`src/design/vtp_pkg.sv`:
```
package vtp_pkg;

    // ============================================================
    // Sizing
    // ============================================================

    // Byte offset bits within one 64 byte line
    localparam int LINE_BITS = 6;

    // Byte offset bits within one 4 KB page
    localparam int PAGE_BITS = 12;

    // Lines in a page, so a piece never covers more than this
    localparam int LINES_PER_PAGE = 64;

    // Direct mapped page table size
    localparam int PT_ENTRIES = 16;

    // Write data buffering, deep enough to cover the AW translation latency
    localparam int WFIFO_DEPTH = 32;

    // ============================================================
    // Types
    // ============================================================

    typedef logic [31:0] vaddr_t;
    typedef logic [31:0] paddr_t;

    // Burst length in lines, minus one
    typedef logic [3:0] len_t;

    // Page numbers are the address bits above the page offset
    typedef logic [19:0] vpn_t;
    typedef logic [19:0] ppn_t;

    // Low bits of the vpn select a table entry
    typedef logic [3:0] pt_idx_t;

    typedef logic [3:0] id_t;
    typedef logic [31:0] wdata_t;

endpackage

```
`src/design/vtp_page_split.sv`:
```
`timescale 1ns/100ps

module vtp_page_split
    import vtp_pkg::*;
(
    input  logic   clk,
    input  logic   arst_n,

    input  logic   in_valid,
    output logic   in_ready,
    input  vaddr_t in_addr,
    input  len_t   in_len,
    input  id_t    in_id,

    output logic   out_valid,
    input  logic   out_ready,
    output vaddr_t out_addr,
    output len_t   out_len,
    output id_t    out_id,
    output logic   out_no_reply
);

    // Line counts need one bit more than len_t since a burst holds up to 16 lines
    typedef logic [$bits(len_t):0] lines_t;

    typedef enum logic {
        idle,
        emit
    } state_t;

    state_t state;

    // Current piece start, lines still to send and the tag of the request
    vaddr_t cur_addr;
    lines_t lines_left;
    id_t    cur_id;

    // Lines from the current address up to the end of its page range from 1 to 64
    logic [LINE_BITS:0] page_lines;
    lines_t             piece_lines;
    logic               last_piece;

    assign page_lines = (LINE_BITS + 1)'(LINES_PER_PAGE)
                        - {1'b0, cur_addr[PAGE_BITS-1:LINE_BITS]};

    // The burst ends in this page when its remaining lines fit
    assign last_piece = {{(LINE_BITS - $bits(lines_t) + 1){1'b0}}, lines_left} <= page_lines;

    // When the burst goes on past this page, the page remainder is below 16
    assign piece_lines = last_piece ? lines_left : lines_t'(page_lines);

    // New requests are only taken once every piece of the previous one has left
    assign in_ready = (state == idle);

    assign out_valid    = (state == emit);
    assign out_addr     = cur_addr;
    assign out_len      = len_t'(piece_lines - lines_t'(1));
    assign out_id       = cur_id;
    assign out_no_reply = !last_piece;

    // Control state
    always_ff @(posedge clk or negedge arst_n)
    begin
        if (!arst_n)
        begin
            state <= idle;
        end
        else
        begin
            case (state)
                idle:
                begin
                    if (in_valid)
                        state <= emit;
                end
                emit:
                begin
                    // Leave once the final piece has been taken
                    if (out_ready && last_piece)
                        state <= idle;
                end
                default:
                    state <= idle;
            endcase
        end
    end

    // The request payload is loaded on accept and stepped one page per piece
    always_ff @(posedge clk)
    begin
        if (in_valid && in_ready)
        begin
            cur_addr   <= in_addr;
            lines_left <= lines_t'(in_len) + lines_t'(1);
            cur_id     <= in_id;
        end
        else if (out_valid && out_ready && !last_piece)
        begin
            // Next piece starts on the following page boundary
            cur_addr   <= {cur_addr[$bits(vaddr_t)-1:PAGE_BITS] + vpn_t'(1),
                           {PAGE_BITS{1'b0}}};
            lines_left <= lines_left - piece_lines;
        end
    end

    // An emitted piece always has lines left and never runs past the end of its page
    a_piece_in_page: assert property (@(posedge clk) disable iff (!arst_n)
        out_valid |-> (lines_left != '0)
                      && (({1'b0, out_addr[PAGE_BITS-1:LINE_BITS]}
                           + {{(LINE_BITS + 1 - $bits(len_t)){1'b0}}, out_len})
                          < (LINE_BITS + 1)'(LINES_PER_PAGE)));

endmodule

```
`src/design/vtp_page_table.sv`:
```
`timescale 1ns/100ps

module vtp_page_table
    import vtp_pkg::*;
(
    input  logic clk,
    input  logic arst_n,

    // Programming port, loaded by the host before traffic starts
    input  logic pt_wr_en,
    input  vpn_t pt_vpn,
    input  ppn_t pt_ppn,

    // Read channel lookup
    input  vpn_t rd_vpn,
    output logic rd_hit,
    output ppn_t rd_ppn,

    // Write channel lookup
    input  vpn_t wr_vpn,
    output logic wr_hit,
    output ppn_t wr_ppn
);

    // Each entry keeps the full vpn as its tag so aliases on the index miss
    logic [PT_ENTRIES-1:0] entry_valid;
    vpn_t                  entry_tag [PT_ENTRIES];
    ppn_t                  entry_ppn [PT_ENTRIES];

    pt_idx_t pt_idx;
    pt_idx_t rd_idx;
    pt_idx_t wr_idx;

    assign pt_idx = pt_vpn[$bits(pt_idx_t)-1:0];
    assign rd_idx = rd_vpn[$bits(pt_idx_t)-1:0];
    assign wr_idx = wr_vpn[$bits(pt_idx_t)-1:0];

    // Valid bits start cleared so an empty table misses everywhere
    always_ff @(posedge clk or negedge arst_n)
    begin
        if (!arst_n)
            entry_valid <= '0;
        else if (pt_wr_en)
            entry_valid[pt_idx] <= 1'b1;
    end

    always_ff @(posedge clk)
    begin
        if (pt_wr_en)
        begin
            entry_tag[pt_idx] <= pt_vpn;
            entry_ppn[pt_idx] <= pt_ppn;
        end
    end

    // Both lookups answer in the same cycle they are asked
    assign rd_hit = entry_valid[rd_idx] && (entry_tag[rd_idx] == rd_vpn);
    assign rd_ppn = entry_ppn[rd_idx];

    assign wr_hit = entry_valid[wr_idx] && (entry_tag[wr_idx] == wr_vpn);
    assign wr_ppn = entry_ppn[wr_idx];

endmodule

```
`src/design/vtp_translate_chan.sv`:
```
`timescale 1ns/100ps

module vtp_translate_chan
    import vtp_pkg::*;
(
    input  logic   clk,
    input  logic   arst_n,

    // Page sized pieces from the splitter
    input  logic   piece_valid,
    output logic   piece_ready,
    input  vaddr_t piece_addr,
    input  len_t   piece_len,
    input  id_t    piece_id,
    input  logic   piece_no_reply,

    // Page table lookup, answered combinationally
    output vpn_t   lookup_vpn,
    input  logic   lookup_hit,
    input  ppn_t   lookup_ppn,

    // Translated requests toward the host
    output logic   host_valid,
    input  logic   host_ready,
    output paddr_t host_addr,
    output len_t   host_len,
    output id_t    host_id,
    output logic   host_no_reply,
    output logic   error
);

    // ============================================================
    // Two entry queue
    // ============================================================

    paddr_t q_addr     [2];
    len_t   q_len      [2];
    id_t    q_id       [2];
    logic   q_no_reply [2];
    logic   q_miss     [2];

    logic       wr_ptr;
    logic       rd_ptr;
    logic [1:0] count;

    logic   push;
    logic   pop;
    paddr_t xlat_addr;

    assign piece_ready = (count != 2'd2);
    assign push        = piece_valid && piece_ready;
    assign pop         = host_valid && host_ready;

    // Look up the piece while it is being offered so the result lands with it
    assign lookup_vpn = piece_addr[$bits(vaddr_t)-1:PAGE_BITS];

    // A miss keeps the virtual address, the host side sees the error level
    assign xlat_addr = lookup_hit ? {lookup_ppn, piece_addr[PAGE_BITS-1:0]}
                                  : paddr_t'(piece_addr);

    always_ff @(posedge clk or negedge arst_n)
    begin
        if (!arst_n)
        begin
            wr_ptr <= 1'b0;
            rd_ptr <= 1'b0;
            count  <= 2'd0;
        end
        else
        begin
            if (push)
                wr_ptr <= !wr_ptr;
            if (pop)
                rd_ptr <= !rd_ptr;

            // Push and pop in one cycle leave the count alone
            case ({push, pop})
                2'b10:   count <= count + 2'd1;
                2'b01:   count <= count - 2'd1;
                default: count <= count;
            endcase
        end
    end

    // Entry payload, written only on accept
    always_ff @(posedge clk)
    begin
        if (push)
        begin
            q_addr[wr_ptr]     <= xlat_addr;
            q_len[wr_ptr]      <= piece_len;
            q_id[wr_ptr]       <= piece_id;
            q_no_reply[wr_ptr] <= piece_no_reply;
            q_miss[wr_ptr]     <= !lookup_hit;
        end
    end

    // ============================================================
    // Host side
    // ============================================================

    // The queue head is offered until the host takes it
    assign host_valid    = (count != 2'd0);
    assign host_addr     = q_addr[rd_ptr];
    assign host_len      = q_len[rd_ptr];
    assign host_id       = q_id[rd_ptr];
    assign host_no_reply = q_no_reply[rd_ptr];

    // Error follows the offered head only
    assign error = host_valid && q_miss[rd_ptr];

    // A stalled request must hold every field until the host accepts it
    a_host_stable: assert property (@(posedge clk) disable iff (!arst_n)
        host_valid && !host_ready |=>
            host_valid && $stable(host_addr) && $stable(host_len)
            && $stable(host_id) && $stable(host_no_reply) && $stable(error));

endmodule

```
`src/design/vtp_wdata_fifo.sv`:
```
`timescale 1ns/100ps

module vtp_wdata_fifo
    import vtp_pkg::*;
(
    input  logic   clk,
    input  logic   arst_n,

    input  logic   in_valid,
    output logic   in_ready,
    input  wdata_t in_data,

    output logic   out_valid,
    input  logic   out_ready,
    output wdata_t out_data
);

    localparam int PTR_BITS = $clog2(WFIFO_DEPTH);

    wdata_t mem [WFIFO_DEPTH];

    logic [PTR_BITS-1:0] wr_ptr;
    logic [PTR_BITS-1:0] rd_ptr;
    logic [PTR_BITS:0]   count;

    logic wr_en;
    logic rd_en;

    assign in_ready  = (count != (PTR_BITS + 1)'(WFIFO_DEPTH));
    assign out_valid = (count != '0);
    assign wr_en     = in_valid && in_ready;
    assign rd_en     = out_valid && out_ready;

    // Pointers wrap naturally since the depth is a power of two
    always_ff @(posedge clk or negedge arst_n)
    begin
        if (!arst_n)
        begin
            wr_ptr <= '0;
            rd_ptr <= '0;
            count  <= '0;
        end
        else
        begin
            if (wr_en)
                wr_ptr <= wr_ptr + 1'b1;
            if (rd_en)
                rd_ptr <= rd_ptr + 1'b1;
            if (wr_en && !rd_en)
                count <= count + 1'b1;
            else if (rd_en && !wr_en)
                count <= count - 1'b1;
        end
    end

    always_ff @(posedge clk)
    begin
        if (wr_en)
            mem[wr_ptr] <= in_data;
    end

    // Data written this cycle shows at the head from the next one
    assign out_data = mem[rd_ptr];

    // A full FIFO has its pointers level and the count never runs past the depth
    a_no_overflow: assert property (@(posedge clk) disable iff (!arst_n)
        (count <= (PTR_BITS + 1)'(WFIFO_DEPTH))
        && (count != (PTR_BITS + 1)'(WFIFO_DEPTH) || wr_ptr == rd_ptr));
    a_no_underflow: assert property (@(posedge clk) disable iff (!arst_n)
        rd_en |-> (count != '0) && (wr_ptr != rd_ptr || count == (PTR_BITS + 1)'(WFIFO_DEPTH)));

endmodule

```
`src/design/vtp_translate_axi.sv`:
```
`timescale 1ns/100ps

module vtp_translate_axi
    import vtp_pkg::*;
(
    input  logic   clk,
    input  logic   arst_n,

    // Accelerator side, virtual addresses
    input  logic   va_ar_valid,
    output logic   va_ar_ready,
    input  vaddr_t va_ar_addr,
    input  len_t   va_ar_len,
    input  id_t    va_ar_id,

    input  logic   va_aw_valid,
    output logic   va_aw_ready,
    input  vaddr_t va_aw_addr,
    input  len_t   va_aw_len,
    input  id_t    va_aw_id,

    input  logic   va_w_valid,
    output logic   va_w_ready,
    input  wdata_t va_w_data,

    // Host side, physical addresses
    output logic   host_ar_valid,
    input  logic   host_ar_ready,
    output paddr_t host_ar_addr,
    output len_t   host_ar_len,
    output id_t    host_ar_id,
    output logic   host_ar_no_reply,

    output logic   host_aw_valid,
    input  logic   host_aw_ready,
    output paddr_t host_aw_addr,
    output len_t   host_aw_len,
    output id_t    host_aw_id,
    output logic   host_aw_no_reply,

    output logic   host_w_valid,
    input  logic   host_w_ready,
    output wdata_t host_w_data,

    // Raised while a request that missed in the table is offered
    output logic   rd_error,
    output logic   wr_error,

    // Page table programming
    input  logic   pt_wr_en,
    input  vpn_t   pt_vpn,
    input  ppn_t   pt_ppn
);

    // ============================================================
    // Page splitting
    // ============================================================

    logic   ar_piece_valid;
    logic   ar_piece_ready;
    vaddr_t ar_piece_addr;
    len_t   ar_piece_len;
    id_t    ar_piece_id;
    logic   ar_piece_no_reply;

    logic   aw_piece_valid;
    logic   aw_piece_ready;
    vaddr_t aw_piece_addr;
    len_t   aw_piece_len;
    id_t    aw_piece_id;
    logic   aw_piece_no_reply;

    vtp_page_split ar_split (
        .clk, .arst_n,
        .in_valid(va_ar_valid), .in_ready(va_ar_ready), .in_addr(va_ar_addr),
        .in_len(va_ar_len), .in_id(va_ar_id),
        .out_valid(ar_piece_valid), .out_ready(ar_piece_ready),
        .out_addr(ar_piece_addr), .out_len(ar_piece_len), .out_id(ar_piece_id),
        .out_no_reply(ar_piece_no_reply)
    );

    vtp_page_split aw_split (
        .clk, .arst_n,
        .in_valid(va_aw_valid), .in_ready(va_aw_ready), .in_addr(va_aw_addr),
        .in_len(va_aw_len), .in_id(va_aw_id),
        .out_valid(aw_piece_valid), .out_ready(aw_piece_ready),
        .out_addr(aw_piece_addr), .out_len(aw_piece_len), .out_id(aw_piece_id),
        .out_no_reply(aw_piece_no_reply)
    );

    // ============================================================
    // Translation
    // ============================================================

    // Separate lookup ports since read and write streams are unrelated
    vpn_t ar_lookup_vpn;
    logic ar_lookup_hit;
    ppn_t ar_lookup_ppn;
    vpn_t aw_lookup_vpn;
    logic aw_lookup_hit;
    ppn_t aw_lookup_ppn;

    vtp_page_table page_table (
        .clk, .arst_n,
        .pt_wr_en, .pt_vpn, .pt_ppn,
        .rd_vpn(ar_lookup_vpn), .rd_hit(ar_lookup_hit), .rd_ppn(ar_lookup_ppn),
        .wr_vpn(aw_lookup_vpn), .wr_hit(aw_lookup_hit), .wr_ppn(aw_lookup_ppn)
    );

    vtp_translate_chan ar_chan (
        .clk, .arst_n,
        .piece_valid(ar_piece_valid), .piece_ready(ar_piece_ready),
        .piece_addr(ar_piece_addr), .piece_len(ar_piece_len),
        .piece_id(ar_piece_id), .piece_no_reply(ar_piece_no_reply),
        .lookup_vpn(ar_lookup_vpn), .lookup_hit(ar_lookup_hit), .lookup_ppn(ar_lookup_ppn),
        .host_valid(host_ar_valid), .host_ready(host_ar_ready), .host_addr(host_ar_addr),
        .host_len(host_ar_len), .host_id(host_ar_id), .host_no_reply(host_ar_no_reply),
        .error(rd_error)
    );

    vtp_translate_chan aw_chan (
        .clk, .arst_n,
        .piece_valid(aw_piece_valid), .piece_ready(aw_piece_ready),
        .piece_addr(aw_piece_addr), .piece_len(aw_piece_len),
        .piece_id(aw_piece_id), .piece_no_reply(aw_piece_no_reply),
        .lookup_vpn(aw_lookup_vpn), .lookup_hit(aw_lookup_hit), .lookup_ppn(aw_lookup_ppn),
        .host_valid(host_aw_valid), .host_ready(host_aw_ready), .host_addr(host_aw_addr),
        .host_len(host_aw_len), .host_id(host_aw_id), .host_no_reply(host_aw_no_reply),
        .error(wr_error)
    );

    // Write data is not translated, it only waits for the AW path
    vtp_wdata_fifo w_fifo (
        .clk, .arst_n,
        .in_valid(va_w_valid), .in_ready(va_w_ready), .in_data(va_w_data),
        .out_valid(host_w_valid), .out_ready(host_w_ready), .out_data(host_w_data)
    );

endmodule

```
`config.mk`:
```
export PLATFORM = sky130hd
export DESIGN_NAME = vtp_translate_axi
export DESIGN_NICKNAME = d
export VERILOG_FILES = /design/src/design/vtp_pkg.sv /design/src/design/vtp_page_split.sv /design/src/design/vtp_page_table.sv /design/src/design/vtp_translate_chan.sv /design/src/design/vtp_wdata_fifo.sv /design/src/design/vtp_translate_axi.sv
export SDC_FILE = /design/constraint.sdc
export NUM_CORES = 2
export LEC_CHECK = 0
export BUFFER_PORTS_ARGS = -buffer_cell sky130_fd_sc_hd__buf_2
export CAP_MARGIN = 20
export CORE_MARGIN = 2
export CORE_UTILIZATION = 31
export DETAILED_ROUTE_END_ITERATION = 16
export HOLD_SLACK_MARGIN = 0.15
export PLACE_DENSITY = 0.47
export SYNTH_ARGS = -nofsm -noshare
export SYNTH_HDL_FRONTEND = slang
export SYNTH_SLANG_ARGS = --single-unit
```
`constraint.sdc`:
```
create_clock -name clk -period 6.2 [get_ports clk]
set_input_delay 0.62 -clock clk [delete_from_list [all_inputs] [get_ports clk]]
set_output_delay 0.62 -clock clk [all_outputs]
set_load 0.005 [all_outputs]
```
# After elaboration in Yosys (flattened, before gate mapping)
# Memories as Yosys holds them, arrays and structs flattened. A register that Yosys moved wholly into a read port is not among the register bits.
# Cells that the tools add are included.
# op_classes
add_sub_neg,18
bitwise_logic,3
order_cmp,6
n_eq_ne,9
muxes,40
reduce_logical,37
# op_table
cell,count
$mux 32,6
$add 20x1->20 const B,2
$eq 20x20->1,2
$mux 5,6
$logic_and 1x1->1,19
$mux 4,4
$or 16x16->16,1
$lt 4x5->1 const B,3
$mux 1,15
$le 5x7->1,2
$reduce_bool 2->1,7
$sub 7x6->7 const A,2
$mux 6,2
$add 4x1->5 const B,2
$add 5x1->5 const B,2
$logic_not 1->1,10
$sub 5x5->5,2
$bmux 1 s4,2
$pmux 2 s2,2
$sub 4x1->4 const B,2
$add 6x1->6 const B,1
$ne 6x6->1 const B,1
$reduce_bool 6->1,1
$sub 6x1->6 const B,1
other kinds (9),16
# totals
wordCells,144
ramBits,1832
register_bits,124
out_inout_bits,122
input_bits,161
mem_count,13
# memory_table
name,words,width,rd,rd_ports_with_merged_regs,wr,line_no,rtl
w_fifo.mem,32,32,1,0,1,vtp_wdata_fifo.sv:20,wdata_t mem [WFIFO_DEPTH];
page_table.entry_ppn,16,20,2,2,1,vtp_page_table.sv:28,ppn_t entry_ppn [PT_ENTRIES];
page_table.entry_tag,16,20,2,2,1,vtp_page_table.sv:27,vpn_t entry_tag [PT_ENTRIES];
ar_chan.q_addr,2,32,1,0,1,vtp_translate_chan.sv:36,paddr_t q_addr [2];
aw_chan.q_addr,2,32,1,0,1,vtp_translate_chan.sv:36,
ar_chan.q_id,2,4,1,0,1,vtp_translate_chan.sv:38,id_t q_id [2];
7 more memories,-,-,-,-,-,-,

# Logic depth before layout (Yosys ltp)
# logic_depth
word_depth,7
mapped_depth,21
mapped_depth_nobuf,20

# Hierarchy
# Synthesis repeated with hierarchy kept, for this count alone.
# hier_totals
cells_unflattened,4337
hier_area_um2,83432.5
# by_module_without_submodules
module,area_each_um2,instances,cells_per_inst,seq_area_each_um2
vtp_wdata_fifo,40239.8,1,2027,31149.9
vtp_page_table,30277.8,1,1435,19618.8
vtp_translate_chan,3824.9,2,193,2622.5
vtp_page_split (aw_split),2633.8,1,246,1256.2
vtp_page_split (ar_split),2631.3,1,243,1256.2

# Worst setup path after synthesis
# OpenSTA, ideal clock, no wires.
# synth_path
path_kind,input to register
start,in pt_vpn[3]
end,"mem page_table.entry_ppn[0][0] (netlist name), enable pin"
required_ns,5.711
arrival_ns,3.904
n_path_buf,0
path_stages,2
slack_ns,1.807
setup_ns,0.489
cell_sequence,or3b_2 -> nor3_1
# synth_lines
element,line_no,rtl
start: declaration,vtp_translate_axi.sv:51,"input vpn_t pt_vpn,"
end: declaration,vtp_page_table.sv:28,
# No word-level cell before the write port.

==> out/results.ini <==
[status]
outcome=complete, no violations

[power]
intPower_mw=31.4
power.total_mw=47.0
pwr-share-clk_pct=27.4
seqPwrFrac_pct=38.4
p_per_area_nw_per_um2=484
leakage_nw=30.9
power.switching_mw=15.6
sw_frac_of_total_pct=33.3
ir_drop_v=0.000265
combPwrFrac_pct=34.2

[cells_and_area]
multi_input_area_um2=23000
drive_above_1_share_pct=36.0
areaGrowthSynthToFinish_pct=17.9
final_util_pct=36.7
final_area_um2=97200
fill_cells=24400
nets=4607
seq_area_um2=58700

[yosys]
syn_avg_cell_area_um2=21.3
synthTopCellsByArea=edfxtp_1 70%, mux4_2 19%, mux2_2 2.0%
ys.flop_type=edfxtp_1
synthTopCellsByCount=1,914 x edfxtp_1, 693 x mux4_2, 147 x mux2_2, 143 x clkbuf_1, 107 x nand2_1
yosysMostFrequentCell=edfxtp_1
ys_warn_count=0
synth_cell_types=72
yosys.area.top_type_share_pct=69.7
synth_seq_area_share_pct=71.2
synthCells=3879
synth_edf_count=1914
synth_largest_area_cell=edfxtp_1
synth.cell_area_um2=82400
syn_nets=4072
async_reset_ff_share_pct=2.14
synth-seq-cells=1964

[worst_setup_path]
critPathArrivalTime_ns=5.56
crit_type=reg2reg
startpoint_type=flop
cp-end-kind=flop
cp.required_ns=6.73
r2r_cells=8
cp_max_fo=37

[timing]
fin_skew_ns=0.0812
drv_slew=0
fin_crit_ns=5.03
setup_viol=0
hold_viol=0
max_slew_margin_pct=18.6
post-route-period-util_pct=81.1
timing.final.ws_setup_ns=1.17
rsz0062_at_grt=no
max_freq_ghz=0.199
worst_pin_slew_ns=1.22
setup_tns_ns=0

[detailed_routing]
viasPerCell=5.25
vias=42600
drc=0
ant_nets=0
wl_per_cell_um=30.6
firstDrtPassIters=5
wirelength_um=249000
drtIter0Drc=4121

[clocking]
cts_buffer_depth=4
cts_root_buf=clkbuf_16
cts_sinks=1964
tritoncts=yes
path_clk_slew_ns=0.06
htreeDepth=4
cts_resized=0
cts_buffers=225
insertion_delay_ns=0.92

[placement]
gp_congestion=0.844
portBuffers=282
dpl_cell_area_um2=88900
dpl.hpwl_um=152000
pre_cts_ws_ns=1.01

[die]
die_y_um=520
row_count=189
start_util_pct=31.1
coreArea_um2=265000
die_w_um=520
num_io_pins=283
dieArea_um2=270000

[global_route]
grt_overflow_total=0
antenna_found_initial=51
grt_pass1_vias=44100
grt_max_degree=63
groute.usage.overall_pct=18.2
grt_pass1_wl_um=348000

[job]
drv_cap=0

[worst_hold_path]
hold_path_class=in2reg
min_path_cells=3

## power by group through the flow
stage	logic, mW	clock network (mW)	registers, mW
final	16.1	12.9	18.1
after detailed placement	16.3	0	18.4
after floorplan	11.0	0	17.0
after global placement	16.3	0	18.4
after global routing	17.1	13.7	18.3
after CTS	16.4	13.2	18.1
## state kept, by name, summed over array words and instances, names as in the netlist, 4 cells and up, named ones only
name,flops
aw_split.out_addr,32
aw_split.lines_left,5
w_fifo.wr_ptr,5
aw_chan.q_id,8
ar_chan.q_addr,64
w_fifo.rd_ptr,5
aw_split.out_id,4
page_table.entry_ppn,320
ar_chan.q_len,8
ar_split.out_id,4
aw_chan.q_len,8
page_table.entry_tag,320
page_table.entry_valid,16
ar_split.out_addr,32
w_fifo.count,6
w_fifo.mem,1024
ar_chan.q_id,8
aw_chan.q_addr,64
ar_split.lines_left,5
## cells in the final DEF (no fill, tap or decap), types with 50 or more instances in the layout
cell type	n
nand2_1	107
buf_4	117
o21ai_0	65
nor2_1	50
edfxtp_1	1914
dlygate4sd3_1	121
clkbuf_16	225
mux4_2	693
clkinv_1	52
mux2_2	147
mux2i_1	66
xnor2_1	78
buf_2	281
## area by class of cell
class	instances	area share, %
clock buffer	272	6.03
clock inverter	125	1.19
multi-input combinational	1636	23.7
inverter	54	0.209
tap	3533	4.55
sequential	1964	60.4
antenna	10	0.0257
timing repair buffer	533	3.88
## layer usage
| layer | wire length (um) | up-vias | GRT usage (%) |
|---|---|---|---|
| met4 | 7180 | 16 | 5.05 |
| met3 | 15900 | 382 | 3.20 |
| met2 | 120000 | 1534 | 29.8 |
| met5 | 108 | - | 0 |
| li1 | - | 17400 | - |
| met1 | 105000 | 23300 | 24.8 |
## repair_timing
item / CTS / global route
setup endpoints to repair: 0 / 0
hold buffers: 121 / 0
endpoints found under the hold margin: 694 / 0
setup buffers: 0 / 0
## worst paths after layout
path / from / endpoint / slack [ns]
setup reg to reg: flop / ar_chan.q_addr[1][12] / 1.17
min in group asynchronous: arst_n / w_fifo.count[0] / 0.38
hold / removal: va_ar_addr[31] / ar_split.out_addr[31] / 0.20
max in group asynchronous: arst_n / page_table.entry_valid[8] / 5.13
hold reg to reg: ar_split.out_addr[1] / ar_chan.q_addr[0][1] / 0.44
setup / recovery: flop / ar_chan.q_addr[1][12] / 1.17
## critical path, cell delays in order (launching register included)
cell and delay, ns:
dfxtp_4 0.81, buf_4 0.40, buf_4 0.35, mux4_2 0.54, mux2i_1 0.39, o21ai_0 0.18
o41ai_1 0.66, and4bb_2 0.92, mux2_2 0.43
## stage by stage
| step | std cells | hold WS (ns) |
|---|---|---|
| finish | 8127 | 0.202 |
| global route | 8122 | 0.159 |
| CTS | 8114 | 0.150 |
| detailed placement | 7596 | 0.434 |
| global placement | 7594 | 0.422 |
| floorplan | 3879 | 0.324 |
## cell families (layout without fill, tap and decap cells)
group,after synthesis,count (layout),synth area share [%]
AO/OA/AOI/OAI,191,191,1.46
XOR/XNOR,124,124,1.35
adder cells (fa/ha/maj),33,33,0.516
buffers and inverters,279,984,1.36
flip-flops,1964,1964,71.2
multiplexers,925,925,22.0
other,0,10,0
AND/OR/NAND/NOR,363,363,2.13
Note: power is estimated with default switching activity, not from simulation.
